`config.mk`:
```
export PLATFORM = sky130hd
export DESIGN_NAME = rv_decode_stage
export DESIGN_NICKNAME = d
export VERILOG_FILES = /design/src/hw/rv_decode_pkg.sv /design/src/hw/alu_dec_if.sv /design/src/hw/alu_op_decoder.sv /design/src/hw/opcode_decoder.sv /design/src/hw/rv_decode_stage.sv
export VERILOG_INCLUDE_DIRS = /design/src /design/src/hw
export SDC_FILE = /design/constraint.sdc
export NUM_CORES = 1
export LEC_CHECK = 0
export BUFFER_PORTS_ARGS = -buffer_cell sky130_fd_sc_hd__buf_2
export CORE_UTILIZATION = 46
export DETAILED_ROUTE_END_ITERATION = 16
export PLACE_DENSITY = 0.82
export SYNTH_ARGS = -nofsm -noshare
export SYNTH_HDL_FRONTEND = slang
export SYNTH_SLANG_ARGS = --single-unit
```
`constraint.sdc`:
```
create_clock -name clk_i -period 0.85 [get_ports clk_i]
set_input_delay 0.1275 -clock clk_i [delete_from_list [all_inputs] [get_ports clk_i]]
set_output_delay 0.1275 -clock clk_i [all_outputs]
set_load 0.05 [all_outputs]
```
`src/hw/rv_decode_settings.svh`:
```
`ifndef RV_DECODE_SETTINGS_SVH
`define RV_DECODE_SETTINGS_SVH

// datapath and field widths
`define RV_XLEN        32
`define RV_REG_ADDR_W  5
`define RV_OPCODE_W    7
`define RV_FUNCT3_W    3
`define RV_FUNCT7_W    7

// lsb positions of the instruction fields
`define RV_OPCODE_LSB  0
`define RV_RD_LSB      7
`define RV_FUNCT3_LSB  12
`define RV_RS1_LSB     15
`define RV_RS2_LSB     20
`define RV_FUNCT7_LSB  25

`endif

```
`src/hw/rv_decode_pkg.sv`:
```
`include "rv_decode_settings.svh"

package rv_decode_pkg;

    typedef logic [`RV_XLEN-1:0]       word_t;
    typedef logic [`RV_REG_ADDR_W-1:0] reg_addr_t;
    typedef logic [`RV_OPCODE_W-1:0]   opcode_t;
    typedef logic [`RV_FUNCT3_W-1:0]   funct3_t;
    typedef logic [`RV_FUNCT7_W-1:0]   funct7_t;

    // major opcodes
    localparam opcode_t OPC_ALU_IMM = 7'b0010011;
    localparam opcode_t OPC_ALU_REG = 7'b0110011;
    localparam opcode_t OPC_LUI     = 7'b0110111;
    localparam opcode_t OPC_AUIPC   = 7'b0010111;
    localparam opcode_t OPC_LOAD    = 7'b0000011;
    localparam opcode_t OPC_STORE   = 7'b0100011;
    localparam opcode_t OPC_BRANCH  = 7'b1100011;
    localparam opcode_t OPC_JAL     = 7'b1101111;

    // alu group funct3
    localparam funct3_t F3_ADD_SUB = 3'b000;
    localparam funct3_t F3_SLL     = 3'b001;
    localparam funct3_t F3_SLT     = 3'b010;
    localparam funct3_t F3_SLTU    = 3'b011;
    localparam funct3_t F3_XOR     = 3'b100;
    localparam funct3_t F3_SRL_SRA = 3'b101;
    localparam funct3_t F3_OR      = 3'b110;
    localparam funct3_t F3_AND     = 3'b111;

    // branch funct3, 2 and 3 are undefined
    localparam funct3_t F3_BEQ  = 3'b000;
    localparam funct3_t F3_BNE  = 3'b001;
    localparam funct3_t F3_BLT  = 3'b100;
    localparam funct3_t F3_BGE  = 3'b101;
    localparam funct3_t F3_BLTU = 3'b110;
    localparam funct3_t F3_BGEU = 3'b111;

    localparam funct7_t F7_NORMAL = 7'b0000000;
    localparam funct7_t F7_ALT    = 7'b0100000;

    typedef enum logic [3:0] {
        ADD  = 4'd0,
        SUB  = 4'd1,
        SLL  = 4'd2,
        SLT  = 4'd3,
        SLTU = 4'd4,
        XOR  = 4'd5,
        SRL  = 4'd6,
        SRA  = 4'd7,
        OR   = 4'd8,
        AND  = 4'd9
    } alu_op_e;

    typedef enum logic {
        RS1 = 1'b0,
        PC  = 1'b1
    } op_a_sel_e;

    typedef enum logic {
        RS2 = 1'b0,
        IMM = 1'b1
    } op_b_sel_e;

    typedef enum logic [1:0] {
        ALU      = 2'd0,
        MEM      = 2'd1,
        PC_PLUS4 = 2'd2
    } wb_sel_e;

    typedef enum logic [2:0] {
        NONE = 3'd0,
        BEQ  = 3'd1,
        BNE  = 3'd2,
        BLT  = 3'd3,
        BGE  = 3'd4,
        BLTU = 3'd5,
        BGEU = 3'd6,
        JUMP = 3'd7
    } jump_kind_e;

endpackage

```
`src/hw/alu_dec_if.sv`:
```
`timescale 1ns/1ns

interface alu_dec_if
    import rv_decode_pkg::*;
();

    funct3_t funct3;
    funct7_t funct7;
    // high for the register-immediate group
    logic    is_imm;
    alu_op_e alu_op;
    logic    legal;

    modport opcode_decoder (
        output funct3, funct7, is_imm,
        input  alu_op, legal
    );

    modport alu_op_decoder (
        input  funct3, funct7, is_imm,
        output alu_op, legal
    );

endinterface

```
`src/hw/alu_op_decoder.sv`:
```
`timescale 1ns/1ns

module alu_op_decoder
    import rv_decode_pkg::*;
(
    alu_dec_if.alu_op_decoder alu
);

    logic f7_normal;
    logic f7_alt;
    // funct7 must be zero here, unless it is an immediate
    logic f7_ok;

    assign f7_normal = (alu.funct7 == F7_NORMAL);
    assign f7_alt    = (alu.funct7 == F7_ALT);
    assign f7_ok     = alu.is_imm || f7_normal;

    always_comb begin
        alu.alu_op = ADD;
        alu.legal  = 1'b1;

        case (alu.funct3)
            F3_ADD_SUB: begin
                // no subi, funct7 is immediate data
                if (alu.is_imm || f7_normal) begin
                    alu.alu_op = ADD;
                end else if (f7_alt) begin
                    alu.alu_op = SUB;
                end else begin
                    alu.legal = 1'b0;
                end
            end
            F3_SLL: begin
                // shamt only, checked in both forms
                alu.alu_op = SLL;
                alu.legal  = f7_normal;
            end
            F3_SLT: begin
                alu.alu_op = SLT;
                alu.legal  = f7_ok;
            end
            F3_SLTU: begin
                alu.alu_op = SLTU;
                alu.legal  = f7_ok;
            end
            F3_XOR: begin
                alu.alu_op = XOR;
                alu.legal  = f7_ok;
            end
            F3_SRL_SRA: begin
                if (f7_normal) begin
                    alu.alu_op = SRL;
                end else if (f7_alt) begin
                    alu.alu_op = SRA;
                end else begin
                    alu.legal = 1'b0;
                end
            end
            F3_OR: begin
                alu.alu_op = OR;
                alu.legal  = f7_ok;
            end
            F3_AND: begin
                alu.alu_op = AND;
                alu.legal  = f7_ok;
            end
            default: begin
                alu.legal = 1'b0;
            end
        endcase

        // illegal encodings report add
        if (!alu.legal) begin
            alu.alu_op = ADD;
        end
    end

endmodule

```
`src/hw/opcode_decoder.sv`:
```
`timescale 1ns/1ns

`include "rv_decode_settings.svh"

module opcode_decoder
    import rv_decode_pkg::*;
(
    input  word_t              instr_i,
    alu_dec_if.opcode_decoder  alu,
    output reg_addr_t          rs1_addr_o,
    output reg_addr_t          rs2_addr_o,
    output reg_addr_t          rd_addr_o,
    output logic               write_enable_o,
    output op_a_sel_e          op_a_sel_o,
    output op_b_sel_e          op_b_sel_o,
    output alu_op_e            alu_op_o,
    output wb_sel_e            wb_sel_o,
    output logic               store_o,
    output jump_kind_e         jump_kind_o,
    output logic               illegal_o
);

    opcode_t   opcode;
    funct3_t   funct3;
    funct7_t   funct7;
    reg_addr_t rs1_f;
    reg_addr_t rs2_f;
    reg_addr_t rd_f;
    logic      legal;

    // fixed field positions for every format used here
    assign opcode = instr_i[`RV_OPCODE_LSB +: `RV_OPCODE_W];
    assign rd_f   = instr_i[`RV_RD_LSB +: `RV_REG_ADDR_W];
    assign funct3 = instr_i[`RV_FUNCT3_LSB +: `RV_FUNCT3_W];
    assign rs1_f  = instr_i[`RV_RS1_LSB +: `RV_REG_ADDR_W];
    assign rs2_f  = instr_i[`RV_RS2_LSB +: `RV_REG_ADDR_W];
    assign funct7 = instr_i[`RV_FUNCT7_LSB +: `RV_FUNCT7_W];

    assign alu.funct3 = funct3;
    assign alu.funct7 = funct7;
    assign alu.is_imm = (opcode == OPC_ALU_IMM);

    always_comb begin
        legal          = 1'b1;
        rs1_addr_o     = rs1_f;
        rs2_addr_o     = rs2_f;
        rd_addr_o      = rd_f;
        write_enable_o = 1'b0;
        op_a_sel_o     = RS1;
        op_b_sel_o     = RS2;
        alu_op_o       = ADD;
        wb_sel_o       = ALU;
        store_o        = 1'b0;
        jump_kind_o    = NONE;

        case (opcode)
            OPC_ALU_IMM: begin
                write_enable_o = 1'b1;
                op_b_sel_o     = IMM;
                alu_op_o       = alu.alu_op;
                legal          = alu.legal;
            end
            OPC_ALU_REG: begin
                write_enable_o = 1'b1;
                alu_op_o       = alu.alu_op;
                legal          = alu.legal;
            end
            OPC_LUI: begin
                // x0 + imm
                write_enable_o = 1'b1;
                op_b_sel_o     = IMM;
                rs1_addr_o     = '0;
            end
            OPC_AUIPC: begin
                write_enable_o = 1'b1;
                op_a_sel_o     = PC;
                op_b_sel_o     = IMM;
            end
            OPC_LOAD: begin
                write_enable_o = 1'b1;
                op_b_sel_o     = IMM;
                wb_sel_o       = MEM;
            end
            OPC_STORE: begin
                op_b_sel_o = IMM;
                store_o    = 1'b1;
            end
            OPC_BRANCH: begin
                // alu forms the target, rs1/rs2 go to the comparator
                op_a_sel_o = PC;
                op_b_sel_o = IMM;
                case (funct3)
                    F3_BEQ:  jump_kind_o = BEQ;
                    F3_BNE:  jump_kind_o = BNE;
                    F3_BLT:  jump_kind_o = BLT;
                    F3_BGE:  jump_kind_o = BGE;
                    F3_BLTU: jump_kind_o = BLTU;
                    F3_BGEU: jump_kind_o = BGEU;
                    default: legal = 1'b0;
                endcase
            end
            OPC_JAL: begin
                write_enable_o = 1'b1;
                op_a_sel_o     = PC;
                op_b_sel_o     = IMM;
                wb_sel_o       = PC_PLUS4;
                jump_kind_o    = JUMP;
            end
            default: begin
                legal = 1'b0;
            end
        endcase

        // anything illegal becomes x0 + x0 without write
        if (!legal) begin
            rs1_addr_o     = '0;
            rs2_addr_o     = '0;
            rd_addr_o      = '0;
            write_enable_o = 1'b0;
            op_a_sel_o     = RS1;
            op_b_sel_o     = RS2;
            alu_op_o       = ADD;
            wb_sel_o       = ALU;
            store_o        = 1'b0;
            jump_kind_o    = NONE;
        end

        illegal_o = !legal;
    end

endmodule

```
`src/hw/rv_decode_stage.sv`:
```
`timescale 1ns/1ns

module rv_decode_stage
    import rv_decode_pkg::*;
(
    input  logic       clk_i,
    input  logic       arst_n_i,
    input  logic       valid_i,
    input  word_t      pc_i,
    input  word_t      instr_i,
    output logic       valid_o,
    output word_t      pc_o,
    output word_t      instr_o,
    output reg_addr_t  rs1_addr_o,
    output reg_addr_t  rs2_addr_o,
    output reg_addr_t  rd_addr_o,
    output logic       write_enable_o,
    output op_a_sel_e  op_a_sel_o,
    output op_b_sel_e  op_b_sel_o,
    output alu_op_e    alu_op_o,
    output wb_sel_e    wb_sel_o,
    output logic       store_o,
    output jump_kind_e jump_kind_o,
    output logic       illegal_o
);

    reg_addr_t  dec_rs1;
    reg_addr_t  dec_rs2;
    reg_addr_t  dec_rd;
    logic       dec_we;
    op_a_sel_e  dec_a_sel;
    op_b_sel_e  dec_b_sel;
    alu_op_e    dec_alu_op;
    wb_sel_e    dec_wb_sel;
    logic       dec_store;
    jump_kind_e dec_jump_kind;
    logic       dec_illegal;

    logic       we_q;
    logic       store_q;

    alu_dec_if u_alu_if ();

    opcode_decoder u_opcode_dec (
        .instr_i        (instr_i),
        .alu            (u_alu_if.opcode_decoder),
        .rs1_addr_o     (dec_rs1),
        .rs2_addr_o     (dec_rs2),
        .rd_addr_o      (dec_rd),
        .write_enable_o (dec_we),
        .op_a_sel_o     (dec_a_sel),
        .op_b_sel_o     (dec_b_sel),
        .alu_op_o       (dec_alu_op),
        .wb_sel_o       (dec_wb_sel),
        .store_o        (dec_store),
        .jump_kind_o    (dec_jump_kind),
        .illegal_o      (dec_illegal)
    );

    alu_op_decoder u_alu_op_dec (
        .alu (u_alu_if.alu_op_decoder)
    );

    always_ff @(posedge clk_i or negedge arst_n_i) begin
        if (!arst_n_i) begin
            valid_o   <= 1'b0;
            we_q      <= 1'b0;
            store_q   <= 1'b0;
            illegal_o <= 1'b0;
        end else begin
            valid_o <= valid_i;
            if (valid_i) begin
                we_q      <= dec_we;
                store_q   <= dec_store;
                illegal_o <= dec_illegal;
            end
        end
    end

    // decoded record held between strobes
    always_ff @(posedge clk_i) begin
        if (valid_i) begin
            pc_o        <= pc_i;
            instr_o     <= instr_i;
            rs1_addr_o  <= dec_rs1;
            rs2_addr_o  <= dec_rs2;
            rd_addr_o   <= dec_rd;
            op_a_sel_o  <= dec_a_sel;
            op_b_sel_o  <= dec_b_sel;
            alu_op_o    <= dec_alu_op;
            wb_sel_o    <= dec_wb_sel;
            jump_kind_o <= dec_jump_kind;
        end
    end

    // side effects only in the valid cycle
    assign write_enable_o = valid_o & we_q;
    assign store_o        = valid_o & store_q;

    a_no_we_and_store : assert property (@(posedge clk_i) disable iff (!arst_n_i)
        valid_o |-> !(write_enable_o && store_o))
        else $error("write and store together");

    a_illegal_is_nop : assert property (@(posedge clk_i) disable iff (!arst_n_i)
        illegal_o |-> !write_enable_o && !store_o && (jump_kind_o == NONE))
        else $error("illegal instruction with side effects");

endmodule

```
==> flow_summary.ini, run 1 <==
[status]
status = complete, but fails checks
violations = negative setup slack

[critical_path]
critPathCaptureType = primary output
critical_path.max_stage_delay_ns = 0.46
path_cells = and2_4, buf_8
r2r_start = we_q
r2r_end = we_q
ff2ff_path_depth = 2
worstSetupPathType = flop to primary output
crit_slowest_cell = dfrtp_2
critical_path_arrival_ns = 1.13
cp_max_fo = 3
cp-start-kind = flop
worst_ep_required_time_ns = 0.72
reg2reg_slack_ns = -0.04

[routing]
viasPerCell = 5.34
wl_mm = 12.7
antenna_left = 0
first_iter_violations = 206
drt-wirelength-per-cell_um = 22.8
vias = 2961
drcViolationCount = 0
first_pass_iters = 4

[power_and_ir_drop]
powerDensity_nw_per_um2 = 1890
max-vdd-ir-drop_v = 0.000933
leakage_nw = 2.60

[global_route]
grt_pass1_wl_mm = 16.2
grt_max_degree = 42
grt_use_total_pct = 29.5
antenna_found_initial = 0
grt_pass1_vias = 2923
overflow = 0

[place]
place.gp.congestion = 0.800
io_buffers = 160
dp_hpwl_mm = 5.56
preCtsSetupSlack_ns = -0.685
placed_cells = 474

[clock_network]
cts_sinks = 94
numCtsBuffers = 9
root_buffer = clkbuf_8
htreeDepth = 3
clock_latency_ns = 0.36
cts_tree = built
clock_path_buffers = 2
clk_pin_slew_ns = 0.10

[logic_synthesis]
ys_seq_area_share_pct = 81.7
postSynthAreaPerCell_um2 = 17.5
netlist_area_um2 = 3430
syn_nets = 263
synth.distinct_cells = 36
yosys_warnings = 0
syn_inst = 196
ys_seq_elements = 94

[sta]
finalWorstSetupSlack_ns = -0.406
worst_pin_slew_ns = 0.341
max_clock_freq_mhz = 796
skew_ns = 0
period_share_pct = 148
relSlewSlack_pct = 77.2
setup_viol = 117
rsz0062_at_grt = true
hold_viol = 0
report.final.slew_viol_count = 0
final.min_clock_period_ns = 1.26

[cells_and_area]
nets = 519
antenna-diode-count = 0
layout.cells.non_filler = 555
syn_to_final_growth_pct = 86.1
mostFrequentLayoutCells = buf_6, edfxtp_1, dlygate4sd3_1
final_util_pct = 88.6
layout_commonest_cell = buf_6
drive_above_1_share_pct = 57.0

[floorplan]
io_pins = 161
die-area_um2 = 7810
rows = 31
dieWidth_um = 88.4
start_util_pct = 47.6
die_y_um = 88.4
core_um2 = 7210

[hold_path]
worstHoldEndpoint = instr_o[6]
holdPathStages = 2
hold_path_class = primary input to flop
hold_start = instr_i[6]

[job]
maxCapViolations = 0
## routing by layer
metal / track usage (%) / vias up / wire (um)
li1: - / 1250 / -
met1: 35.0 / 1471 / 4760
met2: 52.0 / 210 / 6460
met3: 7.84 / 30 / 1150
met4: 10.9 / 0 / 292
met5: 0 / - / 0
## flip-flops by register name, indices dropped and copies added (netlist names)
name         cells
instr_o         32
op_b_sel_o       1
pc_o            32
alu_op_o         4
wb_sel_o         2
jump_kind_o      3
op_a_sel_o       1
valid_o          1
illegal_o        1
store_q          1
rd_addr_o        5
rs1_addr_o       5
we_q             1
rs2_addr_o       5
## cell type report
| class | instances | area, um^2 |
|---|---|---|
| timing repair buffer | 252 | 2390 |
| fill | 270 | 826 |
| sequential | 94 | 2800 |
| clock inverter | 5 | 108 |
| tap | 99 | 124 |
| inverter | 2 | 7.51 |
| clock buffer | 10 | 128 |
| multi-input combinational | 93 | 823 |
## cell usage after synthesis
cell	count	area [um^2]
nand2_1	11	41.3
o21ai_1	2	10.0
o22ai_1	1	6.26
nor4_4	1	21.3
mux2_2	1	11.3
a31o_2	1	8.76
a41oi_2	1	16.3
nor3b_1	1	7.51
or3_1	3	18.8
nand4b_1	1	8.76
edfxtp_1	90	2700
nor2_1	13	48.8
and3b_1	1	8.76
clkbuf_2	2	10.0
a22oi_1	2	15.0
nand3b_1	1	7.51
inv_1	2	7.51
nor2b_1	4	25.0
buf_2	2	10.0
buf_6	2	22.5
nand2_4	1	11.3
a31oi_4	1	21.3
o211ai_1	2	15.0
nand3_1	4	20.0
and2_1	13	81.3
xor2_1	2	17.5
o21ai_0	5	25.0
nor4_1	2	12.5
or2_4	1	8.76
dfrtp_1	4	100
nand2b_1	1	6.26
a21oi_1	8	40.0
buf_4	2	15.0
and3_1	5	31.3
a211o_1	1	8.76
nor3_1	2	10.0
## cells by family after synthesis
family	synth area share, %
flip-flops	81.7
buffers and inverters	1.90
AO/OA/AOI/OAI	4.85
XOR/XNOR	0.510
AND/OR/NAND/NOR	10.8
multiplexers	0.328
## metrics by stage
step	cell area, um^2	power [W]	hold slack (ns)	setup TNS (ns)
floorplan	3510	0.00698	-0.168	-11.78
global placement	4590	0.00762	-0.0661	-14.53
global route	6390	0.0124	0.0491	-28.85
CTS	6150	0.0118	0.00665	-23.80
finish	6390	0.0121	0.0661	-25.81
detailed placement	4590	0.00766	-0.0649	-14.67
## where the power goes
group | total (W) | switching (W) | internal, W
Sequential | 0.00564 | 0.000206 | 0.00544
Clock | 0.00356 | 0.00160 | 0.00196
Combinational | 0.00290 | 0.00176 | 0.00114
Total | 0.0121 | 0.00357 | 0.00853
## worst max path at each step
stage / startpoint / endpoint / slack (ns)
final: valid_o / write_enable_o / -0.41
after detailed placement: instr_i[6] / alu_op_o[0] / -0.68
after global routing: valid_o / write_enable_o / -0.42
after CTS: valid_o / store_o / -0.35
after floorplan: instr_i[14] / rd_addr_o[0] / -0.57
after global placement: instr_i[13] / rs1_addr_o[1] / -0.59
## repair_timing
item                                   CTS  global route
endpoints found under the hold margin   58             3
cloned                                   1             0
hold buffers                            55             3
pin swaps                               17            17
setup buffers                            5             2
gates resized for setup                219            51
setup endpoints to repair              118           119
## worst max-delay path: cells and delay by family (launching register included)
kind	cells	cell delay [ns]
buffers and inverters	1	0.14
flip-flops	1	0.46
AND/OR/NAND/NOR	1	0.16
Note: power is estimated with default switching activity, not from simulation.
==> run 2, diff against run 1 <==
- BUFFER_PORTS_ARGS: -buffer_cell sky130_fd_sc_hd__buf_2 -> unset
- CORE_UTILIZATION: 46 -> 60
- DONT_BUFFER_PORTS: unset -> 1
- PLACE_DENSITY: 0.82 -> 0.79
- SLEW_MARGIN: unset -> 15
- clock period: 0.85 -> 1.6 ns (I/O delays scaled with it)
==> run 2 against run 1 <==
Against the previous run: the flow now finishes without violations; die area shrank 23%; clock skew is the same; clock power shrank 59%; critical path depth grew 3; non-clock buffer count shrank 182; worst setup slack gained 0.69 ns; combinational power shrank 92%; critical path type is now primary input to flop; largest cell class unchanged.
==> flow_summary.ini, run 2 (synthesis gave the netlist of run 1 again) <==
[sta]
max_clock_freq_mhz = 759
final.min_clock_period_ns = 1.32
rsz0062_at_grt = false
period_share_pct = 82.4
relSlewSlack_pct = 67.0
finalSetupTns_ns = 0
report.final.slew_viol_count = 0
skew_ns = 0
hold_viol = 0
worst_pin_slew_ns = 0.495
setup_viol = 0

[floorplan]
start_util_pct = 62.3
dieWidth_um = 77.6
die-area_um2 = 6030
core_um2 = 5510
rows = 27
die_y_um = 77.6
io_pins = 161

[clock_network]
cts_setup_buffers = 0
root_buffer = clkbuf_8
cts_sinks = 94
cts_tree = built
clk_pin_slew_ns = 0.09
htreeDepth = 3
cts_resized = 0
clock_path_buffers = 2
numCtsBuffers = 9
clock_latency_ns = 0.34

[routing]
first_pass_iters = 5
first_iter_violations = 147
drt-wirelength-per-cell_um = 21.2
vias = 1966
wl_mm = 7.34
viasPerCell = 5.68
antenna_left = 0
drcViolationCount = 0

[power_and_ir_drop]
power_w = 0.00527
max-vdd-ir-drop_v = 0.000841
powerDensity_nw_per_um2 = 1210
leakage_nw = 1.52

[hold_path]
hold_start = valid_i
worstHoldEndpoint = pc_o[29]
holdPathStages = 0
hold_path_class = primary input to flop

[critical_path]
path_cells = nor4_1, and2_1, nand2_1, a211o_1, nor3b_1
critPathCaptureType = flop
crit_slowest_cell = nor4_1
ff2ff_path_depth = 2
reg2reg_slack_ns = 0.64
cp-start-kind = primary input
r2r_end = illegal_o
worstSetupPathType = primary input to flop
critical_path.max_stage_delay_ns = 0.41
cp_max_fo = 2
worst_ep_required_time_ns = 1.79
r2r_start = illegal_o
critical_path_arrival_ns = 1.50

[status]
status = completed

[global_route]
grt_max_degree = 88
overflow = 0
antenna_found_initial = 0
grt_pass1_wl_mm = 11.1
grt_pass1_vias = 2026
grt_use_total_pct = 25.6

[cells_and_area]
final_cell_area_um2 = 4350
drive_above_1_share_pct = 8.39
top_regs = instr_o: 32 flops, pc_o: 32 flops
nets = 336
layout_commonest_cell = edfxtp_1
syn_to_final_growth_pct = 26.6
antenna-diode-count = 0
mostFrequentLayoutCells = edfxtp_1, dlygate4sd3_1, and2_1, nor2_1, nand2_1
fillers = 326

[place]
postPlaceCellArea_um2 = 3490
place.gp.congestion = 0.816
io_buffers = 0

[job]
maxCapViolations = 0
## run 2: worst max path at each step
stage | endpoint | cells past startpoint | start
5_1_grt | alu_op_o[0] | 5 | instr_i[31]
2_1_floorplan | rd_addr_o[0] | 7 | instr_i[12]
6_report | alu_op_o[0] | 5 | instr_i[31]
3_5_place_dp | rs1_addr_o[2] | 5 | instr_i[12]
3_3_place_gp | alu_op_o[0] | 5 | instr_i[31]
4_1_cts | store_o | 2 | valid_o
## run 2: stage by stage
stage	worst slack [ns]	hold WS [ns]	utilization [%]	instances
detailed placement	0.0561	-0.0555	63.3	263
CTS	0.277	0.000376	78.9	346
floorplan	0.0364	-0.0556	-	196
global placement	0.0785	-0.0555	63.3	263
finish	0.282	0.0274	78.9	346
global route	0.210	0.00423	78.9	346
## run 2: routing by layer
| metal | track usage [%] | vias up | wire length [um] |
|---|---|---|---|
| met3 | 6.12 | 11 | 572 |
| met4 | 11.3 | 0 | 112 |
| met1 | 28.9 | 947 | 2620 |
| met2 | 45.8 | 127 | 4030 |
| met5 | 0 | - | 0 |
| li1 | - | 881 | - |
## run 2: critical path, delay by kind of cell
| family | cells | cell delay (ns) |
|---|---|---|
| AO/OA/AOI/OAI | 1 | 0.30 |
| AND/OR/NAND/NOR | 4 | 0.96 |
## run 2: layout make-up
cell class                 count  area, um^2  share of cell area, %
multi-input combinational     92         564                   13.0
clock inverter                 7        65.1                   1.50
tap                           72        90.1                   2.07
inverter                       2        7.51                  0.173
sequential                    94        2800                   64.5
clock buffer                   9         124                   2.85
timing repair buffer          70         693                   15.9
## run 2: repair_timing
action | 4_1_cts | 5_1_grt
hold buffers | 67 | 0
endpoints found under the hold margin | 79 | 0
setup endpoints to repair | 0 | 0
## run 2: power breakdown
part	leakage [nW]	total, W	switching [W]	internal (W)
Sequential	0.924	0.00358	0.000678	0.00290
Clock	0.0880	0.00147	0.000763	0.000709
Combinational	0.507	0.000224	0.0000807	0.000144
